<file path="config.mk">
export PLATFORM = sky130hd
export DESIGN_NAME = cipher_ctrl
export DESIGN_NICKNAME = d
export VERILOG_FILES = /design/src/source/sp2v_pkg.sv /design/src/source/cipher_ctrl_pkg.sv /design/src/source/sparse_in_chk.sv /design/src/source/round_fsm.sv /design/src/source/rail_combine.sv /design/src/source/cipher_ctrl.sv
export VERILOG_INCLUDE_DIRS = /design/src /design/src/source
export SDC_FILE = /design/constraint.sdc
export NUM_CORES = 1
export LEC_CHECK = 0
export BUFFER_PORTS_ARGS = -buffer_cell sky130_fd_sc_hd__buf_2
export CORE_MARGIN = 5
export CORE_UTILIZATION = 50
export CTS_CLUSTER_DIAMETER = 100
export DETAILED_ROUTE_END_ITERATION = 8
export PLACE_DENSITY = 0.73
export SLEW_MARGIN = 20
export SYNTH_ARGS = -nofsm -noshare
export SYNTH_HDL_FRONTEND = slang
export SYNTH_SLANG_ARGS = --single-unit
</file>
<file path="constraint.sdc">
create_clock -name clk_i -period 4.6 [get_ports clk_i]
set_clock_uncertainty 0.2 [all_clocks]
set_input_delay 0.23 -clock clk_i [delete_from_list [all_inputs] [get_ports clk_i]]
set_output_delay 0.23 -clock clk_i [all_outputs]
set_load 0.01 [all_outputs]
</file>
<file path="src/source/cipher_ctrl_macros.svh">
`ifndef CIPHER_CTRL_MACROS_SVH
`define CIPHER_CTRL_MACROS_SVH

////////////////////////////////////////////////////////////
// Encoding widths
////////////////////////////////////////////////////////////

`define CIPHER_SP2V_W    3                // Bits per sparse two-value code
`define CIPHER_NUM_RAILS `CIPHER_SP2V_W   // One rail per code bit

////////////////////////////////////////////////////////////
// Round sequencing
////////////////////////////////////////////////////////////

`define CIPHER_RND_W  4
`define CIPHER_NR_128 10   // 128-bit key
`define CIPHER_NR_192 12
`define CIPHER_NR_256 14

`endif

</file>
<file path="src/source/sp2v_pkg.sv">
`default_nettype none
`include "cipher_ctrl_macros.svh"

package sp2v_pkg;

  ////////////////////////////////////////////////////////////
  // Sparse two-value code
  ////////////////////////////////////////////////////////////

  // Only these two values are legal
  // Bits 0 and 1 are active high, bit 2 is active low
  typedef enum logic [`CIPHER_SP2V_W-1:0] {
    SP2V_HIGH = 3'b011,
    SP2V_LOW  = 3'b100
  } sp2v_e;

  // One bit of a code per rail
  typedef logic [`CIPHER_NUM_RAILS-1:0] sp2v_rails_t;

endpackage

`default_nettype wire

</file>
<file path="src/source/cipher_ctrl_pkg.sv">
`default_nettype none
`include "cipher_ctrl_macros.svh"

package cipher_ctrl_pkg;

  ////////////////////////////////////////////////////////////
  // Configuration
  ////////////////////////////////////////////////////////////

  typedef enum logic {
    CIPH_FWD = 1'b0,
    CIPH_INV = 1'b1
  } ciph_op_e;

  typedef enum logic [2:0] {   // One-hot
    AES_128 = 3'b001,
    AES_192 = 3'b010,
    AES_256 = 3'b100
  } key_len_e;

  typedef logic [`CIPHER_RND_W-1:0] rnd_ctr_t;

  // Sparse state codes, any two differ in at least two bits
  typedef enum logic [4:0] {
    IDLE   = 5'b00011,
    INIT   = 5'b01100,
    ROUND  = 5'b10101,
    FINISH = 5'b11010,
    ERROR  = 5'b10110
  } ctrl_state_e;

  ////////////////////////////////////////////////////////////
  // Datapath selectors
  ////////////////////////////////////////////////////////////

  typedef enum logic [1:0] {
    STATE_INIT  = 2'b01,
    STATE_ROUND = 2'b10
  } state_sel_e;

  typedef enum logic [2:0] {
    ADD_RK_INIT  = 3'b001,
    ADD_RK_ROUND = 3'b010,
    ADD_RK_FINAL = 3'b100
  } add_rk_sel_e;

  ////////////////////////////////////////////////////////////
  // Bundles
  ////////////////////////////////////////////////////////////

  typedef struct packed {
    ciph_op_e op;
    key_len_e key_len;
  } cfg_t;

  typedef struct packed {
    state_sel_e  state_sel;
    add_rk_sel_e add_rk_sel;
  } sel_t;

  typedef struct packed {
    sp2v_pkg::sp2v_e in_valid;
    sp2v_pkg::sp2v_e out_ready;
    sp2v_pkg::sp2v_e sub_bytes_out_req;
    sp2v_pkg::sp2v_e key_expand_out_req;
  } sp_in_t;

  // One bit of each sparse input, as seen by a single rail
  typedef struct packed {
    logic in_valid;
    logic out_ready;
    logic sub_bytes_out_req;
    logic key_expand_out_req;
  } rail_in_t;

  typedef struct packed {
    logic     in_ready;
    logic     out_valid;
    logic     state_we;
    logic     sub_bytes_en;
    logic     sub_bytes_out_ack;
    logic     key_expand_en;
    logic     key_expand_out_ack;
    logic     alert;
    sel_t     sel;
    rnd_ctr_t rnd;
    ciph_op_e op;     // Latched at acceptance
    logic     busy;
  } rail_out_t;

endpackage

`default_nettype wire

</file>
<file path="src/source/sparse_in_chk.sv">
`timescale 1ns/1ps
`default_nettype none
`include "cipher_ctrl_macros.svh"

module sparse_in_chk (
  input  wire cipher_ctrl_pkg::sp_in_t                            sp_i,
  output cipher_ctrl_pkg::rail_in_t [`CIPHER_NUM_RAILS-1:0] rails_o,
  output logic                                                    enc_err_o
);

  import sp2v_pkg::*;
  import cipher_ctrl_pkg::*;

  localparam int num_sig = 4;

  logic [num_sig-1:0][`CIPHER_SP2V_W-1:0] codes;
  logic [num_sig-1:0]                     code_err;

  assign codes = sp_i;  // Index 3 is in_valid

  // Every code must be one of the two legal values
  always_comb begin
    for (int k = 0; k < num_sig; k++) begin
      code_err[k] = !(codes[k] inside {SP2V_HIGH, SP2V_LOW});
    end
  end

  assign enc_err_o = |code_err;

  // Rail i sees bit i of every code
  always_comb begin
    for (int i = 0; i < `CIPHER_NUM_RAILS; i++) begin
      rails_o[i].in_valid           = sp_i.in_valid[i];
      rails_o[i].out_ready          = sp_i.out_ready[i];
      rails_o[i].sub_bytes_out_req  = sp_i.sub_bytes_out_req[i];
      rails_o[i].key_expand_out_req = sp_i.key_expand_out_req[i];
    end
  end

  // Unknown bits would slip past the legal-value compare
  always_comb begin
    assert final (!$isunknown(sp_i))
      else $error("sparse_in_chk: unknown bits on a sparse input");
  end

endmodule

`default_nettype wire

</file>
<file path="src/source/round_fsm.sv">
`timescale 1ns/1ps
`default_nettype none
`include "cipher_ctrl_macros.svh"

module round_fsm #(
  parameter bit inv_rail = 1'b0   // Rail on code bit 2, handshakes active low
) (
  input  wire logic                       clk_i,
  input  wire logic                       rst_ni,
  input  wire cipher_ctrl_pkg::rail_in_t  rail_i,
  input  wire logic                       cfg_valid_i,
  input  wire cipher_ctrl_pkg::cfg_t      cfg_i,
  input  wire logic                       enc_err_i,
  input  wire logic                       mr_err_i,
  output cipher_ctrl_pkg::rail_out_t      rail_o
);

  import cipher_ctrl_pkg::*;

  ctrl_state_e state_d, state_q;
  rnd_ctr_t    rnd_d, rnd_q;
  rnd_ctr_t    nr_d, nr_q;      // Round total of the current block
  ciph_op_e    op_d, op_q;
  rail_in_t    rail_in;         // Inputs in active-high form
  rail_out_t   out_act;         // Outputs before polarity
  logic        reqs_done;
  logic        last_rnd;

  assign rail_in   = inv_rail ? rail_in_t'(~rail_i) : rail_i;
  assign reqs_done = rail_in.sub_bytes_out_req & rail_in.key_expand_out_req;
  assign last_rnd  = (rnd_q == nr_q);

  ////////////////////////////////////////////////////////////
  // Next state and outputs
  ////////////////////////////////////////////////////////////

  always_comb begin
    state_d = state_q;
    rnd_d   = rnd_q;
    nr_d    = nr_q;
    op_d    = op_q;

    out_act                = '0;
    out_act.sel.state_sel  = STATE_ROUND;  // Idle selector value
    out_act.sel.add_rk_sel = ADD_RK_ROUND;
    out_act.rnd            = rnd_q;
    out_act.op             = op_q;

    case (state_q)
      IDLE: begin
        out_act.in_ready = 1'b1;
        if (rail_in.in_valid) begin
          op_d    = cfg_i.op;
          state_d = INIT;
          case (cfg_i.key_len)
            AES_128: nr_d = rnd_ctr_t'(`CIPHER_NR_128);
            AES_192: nr_d = rnd_ctr_t'(`CIPHER_NR_192);
            AES_256: nr_d = rnd_ctr_t'(`CIPHER_NR_256);
            default: state_d = ERROR;  // Key length not one-hot
          endcase
          if (!cfg_valid_i) begin
            state_d = ERROR;
          end
        end
      end

      INIT: begin
        // Initial key addition, round 0
        out_act.busy           = 1'b1;
        out_act.state_we       = 1'b1;
        out_act.sel.state_sel  = STATE_INIT;
        out_act.sel.add_rk_sel = ADD_RK_INIT;
        rnd_d                  = rnd_ctr_t'(1);
        state_d                = ROUND;
      end

      ROUND: begin
        out_act.busy          = 1'b1;
        out_act.sub_bytes_en  = 1'b1;
        out_act.key_expand_en = 1'b1;
        if (last_rnd) begin
          out_act.sel.add_rk_sel = ADD_RK_FINAL;
        end
        // Wait for both datapaths
        if (reqs_done) begin
          out_act.sub_bytes_out_ack  = 1'b1;
          out_act.key_expand_out_ack = 1'b1;
          out_act.state_we           = 1'b1;
          if (last_rnd) begin
            rnd_d   = '0;
            state_d = FINISH;
          end else begin
            rnd_d = rnd_q + rnd_ctr_t'(1);
          end
        end
      end

      FINISH: begin
        out_act.busy      = 1'b1;
        out_act.out_valid = 1'b1;
        if (rail_in.out_ready) begin
          state_d = IDLE;
        end
      end

      ERROR: begin
        out_act.alert = 1'b1;  // Terminal until reset
      end

      default: begin
        out_act.alert = 1'b1;
        state_d       = ERROR;
      end
    endcase

    // Checker results only steer the next state
    if (enc_err_i || mr_err_i) begin
      state_d = ERROR;
    end
  end

  always_ff @(posedge clk_i or negedge rst_ni) begin
    if (!rst_ni) begin
      state_q <= IDLE;
      rnd_q   <= '0;
      nr_q    <= '0;
      op_q    <= CIPH_FWD;
    end else begin
      state_q <= state_d;
      rnd_q   <= rnd_d;
      nr_q    <= nr_d;
      op_q    <= op_d;
    end
  end

  ////////////////////////////////////////////////////////////
  // Output polarity
  ////////////////////////////////////////////////////////////

  always_comb begin
    rail_o = out_act;
    if (inv_rail) begin
      rail_o.in_ready           = ~out_act.in_ready;
      rail_o.out_valid          = ~out_act.out_valid;
      rail_o.state_we           = ~out_act.state_we;
      rail_o.sub_bytes_en       = ~out_act.sub_bytes_en;
      rail_o.sub_bytes_out_ack  = ~out_act.sub_bytes_out_ack;
      rail_o.key_expand_en      = ~out_act.key_expand_en;
      rail_o.key_expand_out_ack = ~out_act.key_expand_out_ack;
    end
  end

  // Acks at the rail pins only when both reqs are at the pins in this cycle
  ack_needs_reqs: assert property (@(posedge clk_i) disable iff (!rst_ni)
    ((rail_o.sub_bytes_out_ack ^ inv_rail) || (rail_o.key_expand_out_ack ^ inv_rail)) |->
    ((rail_i.sub_bytes_out_req ^ inv_rail) && (rail_i.key_expand_out_req ^ inv_rail)));

  // No way out of ERROR except reset
  error_terminal: assert property (@(posedge clk_i) disable iff (!rst_ni)
    (state_q == ERROR) |=> (state_q == ERROR));

endmodule

`default_nettype wire

</file>
<file path="src/source/rail_combine.sv">
`timescale 1ns/1ps
`default_nettype none
`include "cipher_ctrl_macros.svh"

module rail_combine (
  input  wire cipher_ctrl_pkg::rail_out_t [`CIPHER_NUM_RAILS-1:0] rails_i,
  output sp2v_pkg::sp2v_e                in_ready_o,
  output sp2v_pkg::sp2v_e                out_valid_o,
  output sp2v_pkg::sp2v_e                state_we_o,
  output sp2v_pkg::sp2v_e                sub_bytes_en_o,
  output sp2v_pkg::sp2v_e                sub_bytes_out_ack_o,
  output sp2v_pkg::sp2v_e                key_expand_en_o,
  output sp2v_pkg::sp2v_e                key_expand_out_ack_o,
  output cipher_ctrl_pkg::sel_t          sel_o,
  output cipher_ctrl_pkg::rnd_ctr_t      round_o,
  output cipher_ctrl_pkg::ciph_op_e      key_expand_op_o,
  output logic                           alert_o,
  output logic                           mr_err_o
);

  import sp2v_pkg::*;
  import cipher_ctrl_pkg::*;

  sp2v_rails_t in_ready, out_valid, state_we, sub_bytes_en, sub_bytes_ack;
  sp2v_rails_t key_expand_en, key_expand_ack, alert, busy;

  logic [$bits(sel_t)-1:0] sel_or;
  rnd_ctr_t                rnd_or;
  logic                    op_or;

  // Gather code bits, OR the shared fields
  always_comb begin
    sel_or = '0;
    rnd_or = '0;
    op_or  = 1'b0;
    for (int i = 0; i < `CIPHER_NUM_RAILS; i++) begin
      in_ready[i]       = rails_i[i].in_ready;
      out_valid[i]      = rails_i[i].out_valid;
      state_we[i]       = rails_i[i].state_we;
      sub_bytes_en[i]   = rails_i[i].sub_bytes_en;
      sub_bytes_ack[i]  = rails_i[i].sub_bytes_out_ack;
      key_expand_en[i]  = rails_i[i].key_expand_en;
      key_expand_ack[i] = rails_i[i].key_expand_out_ack;
      alert[i]          = rails_i[i].alert;
      busy[i]           = rails_i[i].busy;
      sel_or            = sel_or | rails_i[i].sel;
      rnd_or            = rnd_or | rails_i[i].rnd;
      op_or             = op_or | rails_i[i].op;
    end
  end

  assign in_ready_o           = sp2v_e'(in_ready);
  assign out_valid_o          = sp2v_e'(out_valid);
  assign state_we_o           = sp2v_e'(state_we);
  assign sub_bytes_en_o       = sp2v_e'(sub_bytes_en);
  assign sub_bytes_out_ack_o  = sp2v_e'(sub_bytes_ack);
  assign key_expand_en_o      = sp2v_e'(key_expand_en);
  assign key_expand_out_ack_o = sp2v_e'(key_expand_ack);

  assign sel_o           = sel_t'(sel_or);
  assign round_o         = rnd_or;
  assign alert_o         = |alert;
  assign key_expand_op_o = (|busy) ? ciph_op_e'(op_or) : CIPH_FWD;

  // A rail that differs from the OR result disagrees with another rail
  always_comb begin
    mr_err_o = 1'b0;
    for (int i = 0; i < `CIPHER_NUM_RAILS; i++) begin
      if (rails_i[i].sel != sel_o || rails_i[i].rnd != rnd_or ||
          rails_i[i].op != ciph_op_e'(op_or)) begin
        mr_err_o = 1'b1;
      end
    end
  end

  always_comb begin
    assert final ($onehot(sel_o.add_rk_sel))
      else $error("rail_combine: add_rk_sel not one-hot");
  end

endmodule

`default_nettype wire

</file>
<file path="src/source/cipher_ctrl.sv">
`timescale 1ns/1ps
`default_nettype none
`include "cipher_ctrl_macros.svh"

module cipher_ctrl (
  input  wire logic                       clk_i,
  input  wire logic                       rst_ni,
  input  wire sp2v_pkg::sp2v_e            in_valid_i,
  input  wire sp2v_pkg::sp2v_e            out_ready_i,
  input  wire sp2v_pkg::sp2v_e            sub_bytes_out_req_i,
  input  wire sp2v_pkg::sp2v_e            key_expand_out_req_i,
  input  wire logic                       cfg_valid_i,
  input  wire cipher_ctrl_pkg::cfg_t      cfg_i,
  output sp2v_pkg::sp2v_e                 in_ready_o,
  output sp2v_pkg::sp2v_e                 out_valid_o,
  output sp2v_pkg::sp2v_e                 state_we_o,
  output sp2v_pkg::sp2v_e                 sub_bytes_en_o,
  output sp2v_pkg::sp2v_e                 sub_bytes_out_ack_o,
  output sp2v_pkg::sp2v_e                 key_expand_en_o,
  output sp2v_pkg::sp2v_e                 key_expand_out_ack_o,
  output cipher_ctrl_pkg::sel_t           sel_o,
  output cipher_ctrl_pkg::rnd_ctr_t       round_o,
  output cipher_ctrl_pkg::ciph_op_e       key_expand_op_o,
  output logic                            alert_o
);

  import sp2v_pkg::*;
  import cipher_ctrl_pkg::*;

  // A rail is inverted where the HIGH code has a zero
  localparam sp2v_rails_t high_bits = SP2V_HIGH;

  sp_in_t                               sp_in;
  rail_in_t  [`CIPHER_NUM_RAILS-1:0]    rail_in;
  rail_out_t [`CIPHER_NUM_RAILS-1:0]    rail_out;
  logic                                 enc_err;
  logic                                 mr_err;

  assign sp_in = '{
    in_valid:           in_valid_i,
    out_ready:          out_ready_i,
    sub_bytes_out_req:  sub_bytes_out_req_i,
    key_expand_out_req: key_expand_out_req_i
  };

  sparse_in_chk u_sparse_in_chk (
    .sp_i      (sp_in),
    .rails_o   (rail_in),
    .enc_err_o (enc_err)
  );

  ////////////////////////////////////////////////////////////
  // Redundant rails
  ////////////////////////////////////////////////////////////

  for (genvar i = 0; i < `CIPHER_NUM_RAILS; i++) begin : gen_rail
    round_fsm #(
      .inv_rail (!high_bits[i])
    ) u_round_fsm (
      .clk_i       (clk_i),
      .rst_ni      (rst_ni),
      .rail_i      (rail_in[i]),
      .cfg_valid_i (cfg_valid_i),
      .cfg_i       (cfg_i),
      .enc_err_i   (enc_err),
      .mr_err_i    (mr_err),
      .rail_o      (rail_out[i])
    );
  end

  rail_combine u_rail_combine (
    .rails_i              (rail_out),
    .in_ready_o           (in_ready_o),
    .out_valid_o          (out_valid_o),
    .state_we_o           (state_we_o),
    .sub_bytes_en_o       (sub_bytes_en_o),
    .sub_bytes_out_ack_o  (sub_bytes_out_ack_o),
    .key_expand_en_o      (key_expand_en_o),
    .key_expand_out_ack_o (key_expand_out_ack_o),
    .sel_o                (sel_o),
    .round_o              (round_o),
    .key_expand_op_o      (key_expand_op_o),
    .alert_o              (alert_o),
    .mr_err_o             (mr_err)
  );

endmodule

`default_nettype wire

</file>
==> results_dict.tcl <==
set metrics [dict create \
    syn_area_um2 2690 \
    fill_cells 482 \
    synth_warnings 0 \
    hold_violations 0 \
    cts.clk_slew.worst_paths_ps 80 \
    synth_flop_cell "dfrtp_1" \
    grt_pass1_vias 2342 \
    netlist_instances 316 \
    dpl_worst_slack_ps 2010 \
    wl_per_cell_um 16.5 \
    dieArea_um2 6940 \
    crit_arrival_ps 2290 \
    yosysSeqAreaShare_pct 36.6 \
    clockBufferDepth 2 \
    synth_top_cell_by_area "dfrtp_1" \
    hold_class "input port to register" \
    port_buffers 50 \
    syn_avg_cell_area_um2 8.51 \
    synth-xor-area-share_pct 3.26 \
    relSlewSlack_pct 39.6 \
    status "finished, final reports clean" \
    ctsHtreeMaxLevel 2 \
    worst_pin_slew_ps 906 \
    worstPathMaxFanout 8 \
    hpwl_mm 5.36 \
    wl_mm 7.02 \
    cp-start-kind "register" \
    crit_required_ps 4170 \
    cts_setup_buffers 0 \
    rows 26 \
    internal_power_uw 574 \
    power.switching_uw 157 \
    vias_per_cell 5.85 \
    num_vias 2493 \
    synth_most_common_cell "nand2_1" \
    synthMuxAreaShare_pct 2.00 \
    setup_tns_ps 0 \
    r2r_slack_ps 2020 \
    powerDensity_nw_per_um2 241 \
    ys_top_cells_by_area "dfrtp_1 (31%), dfstp_2 (5.9%), nand2_1 (5.0%)" \
    netlist-cell-type-count 61 \
    cts-resized-gates 0 \
    first_pass_iters 4 \
    synth_compound_area_share_pct 20.5 \
    core_area_um2 5170 \
    grt_max_degree 40 \
    timing.max_cap.violations 0 \
    grt_pass1_wl_mm 11.3 \
    drc 0 \
    clockRootBuffer "clkbuf_8" \
    grt_usage_pct 20.0 \
    synth_simple_gate_area_share_pct 28.9 \
    power.leakage_uw 0.00151 \
    die_y_um 83.3 \
    end_kind "output pin" \
    synth_top_area_share_pct 30.7 \
    ios 51 \
    first_iter_violations 178 \
    synth_fa_ha_area_share_pct 1.40 \
    cts_hold_buf 3 \
    max_freq_mhz 367 \
    cts_num_sinks 39 \
    pwr-share-comb_pct 5.4 \
    start_util_pct 52.0 \
    seq_power_share_pct 47.1 \
    chipWidth_um 83.3 \
    ant_nets 0 \
    irDropWorstVdd_mv 0.152 \
    fin_crit_sh_pct 59.2 \
    synthTopCellsByCount "nand2_1 (36), nor2_1 (35), dfrtp_1 (33)" \
    synthArstFlopShare_pct 100 \
    period_needed_ps 2720 \
    synth_edf_count 0 \
    syn2layout_area_growth_pct 13.0 \
    crit_type "register to output pin" \
    final_nets 377 \
    clockPowerShare_pct 47.5 \
    synth_top_family_by_area "simple AND/OR/NAND/NOR gates" \
    numCtsBuffers 5 \
    setup_viol 0 \
    switching_share_pct 21.5 \
    ys_ff_latch 39 \
    n_antenna_cell 0 \
    antenna_found_initial 0 \
    gr-total-overflow 0 \
    cts_tree "built" \
    slew_violations 0 \
    drive_above_1_share_pct 25.3 \
    setup_slack_ps 1880 \
    synth_nets 338 \
    clock_latency_ps 300 \
    rsz0062_at_grt "false" \
    gp_congestion 1.01 \
]
## metal layers
layer  GRT usage (%)  vias to the layer above  wire length, um
met5               0                        -                0
met4            7.88                        0              182
met3            4.55                       19              486
met2            31.4                       93             3200
met1            26.7                     1193             3140
li1                -                     1188                -
## cells by family after synthesis
group,Yosys count
fa+ha+maj,3
buf+inv,33
xor+xnor,10
mux,5
simple gates,144
flops,39
compound gates,82
## layout by cell type, fill, tap and decap left out, types with 3 or more instances in the layout
cell / instances
a21boi_0: 3
a21o_1: 4
a21oi_1: 19
a22o_1: 3
a31oi_1: 5
and2_1: 3
and3_2: 3
buf_2: 50
clkbuf_8: 5
dfrtp_1: 33
dfstp_2: 6
dlygate4sd3_1: 3
ha_1: 3
inv_1: 12
mux2_2: 3
nand2_1: 36
nand3_1: 13
nand3b_1: 9
nor2_1: 35
nor2b_1: 8
nor3_1: 5
o21a_1: 3
o21ai_0: 27
or2_2: 3
or3_1: 6
xor2_1: 10
## power groups by stage
stage / clock network [uW] / registers (uW) / logic [uW]
finish: 347 / 345 / 39.7
global placement: 0 / 351 / 37.3
floorplan: 0 / 351 / 13.6
CTS: 354 / 345 / 39.9
detailed placement: 0 / 351 / 37.8
global route: 371 / 345 / 44.1
## worst max-delay path, stage by stage (launching register included)
cell and delay (ps):
dfstp_2 530, and2b_2 230, nand4b_1 230, inv_1 200
a31oi_1 560, inv_1 80, buf_2 160
## stage by stage
step | area (um^2) | std cells | power (uW) | util, % | hold slack, ps
after floorplan | 2690 | 316 | 365 | - | -266
after global placement | 2870 | 415 | 389 | 55.5 | 203
after detailed placement | 2870 | 415 | 389 | 55.5 | 214
after CTS | 3040 | 426 | 739 | 58.8 | 12.7
after global routing | 3040 | 426 | 760 | 58.8 | 33.5
final | 3040 | 426 | 731 | 58.8 | 18.2
## final timing paths
path / start / to / cells past startpoint
setup / recovery: gen_rail[0].u_round_fsm.state_q[1]$_DFFE_PN1P_ / state_we_o[0] / 6
hold / removal: in_valid_i[0] / gen_rail[0].u_round_fsm.state_q[4]$_DFFE_PN0P_ / 3
setup reg to reg: gen_rail[2].u_round_fsm.rnd_q[3]$_DFFE_PN0P_ / gen_rail[1].u_round_fsm.state_q[1]$_DFFE_PN1P_ / 6
hold reg to reg: gen_rail[2].u_round_fsm.nr_q[3]$_DFFE_PN0P_ / gen_rail[2].u_round_fsm.nr_q[3]$_DFFE_PN0P_ / 1
max in group asynchronous: rst_ni / gen_rail[2].u_round_fsm.state_q[4]$_DFFE_PN0P_ / 2
min in group asynchronous: rst_ni / gen_rail[2].u_round_fsm.rnd_q[0]$_DFFE_PN0P_ / 2
## flip-flops by register name, indices dropped and copies added (netlist names)
register and count:
gen_rail.u_round_fsm.state_q 15, gen_rail.u_round_fsm.rnd_q 12, gen_rail.u_round_fsm.nr_q 9, gen_rail.u_round_fsm.op_q 3
## cell type report
| class | instances | area [um^2] | share of cell area [%] |
|---|---|---|---|
| multi-input cells | 244 | 1510 | 49.6 |
| flip-flops and latches | 39 | 983 | 32.4 |
| repair buffers | 53 | 280 | 9.22 |
| well taps | 70 | 87.6 | 2.88 |
| clock buffers | 5 | 68.8 | 2.26 |
| clock inverters | 3 | 67.6 | 2.22 |
| inverters | 12 | 45.0 | 1.48 |
(Power assumes the default switching activity.)
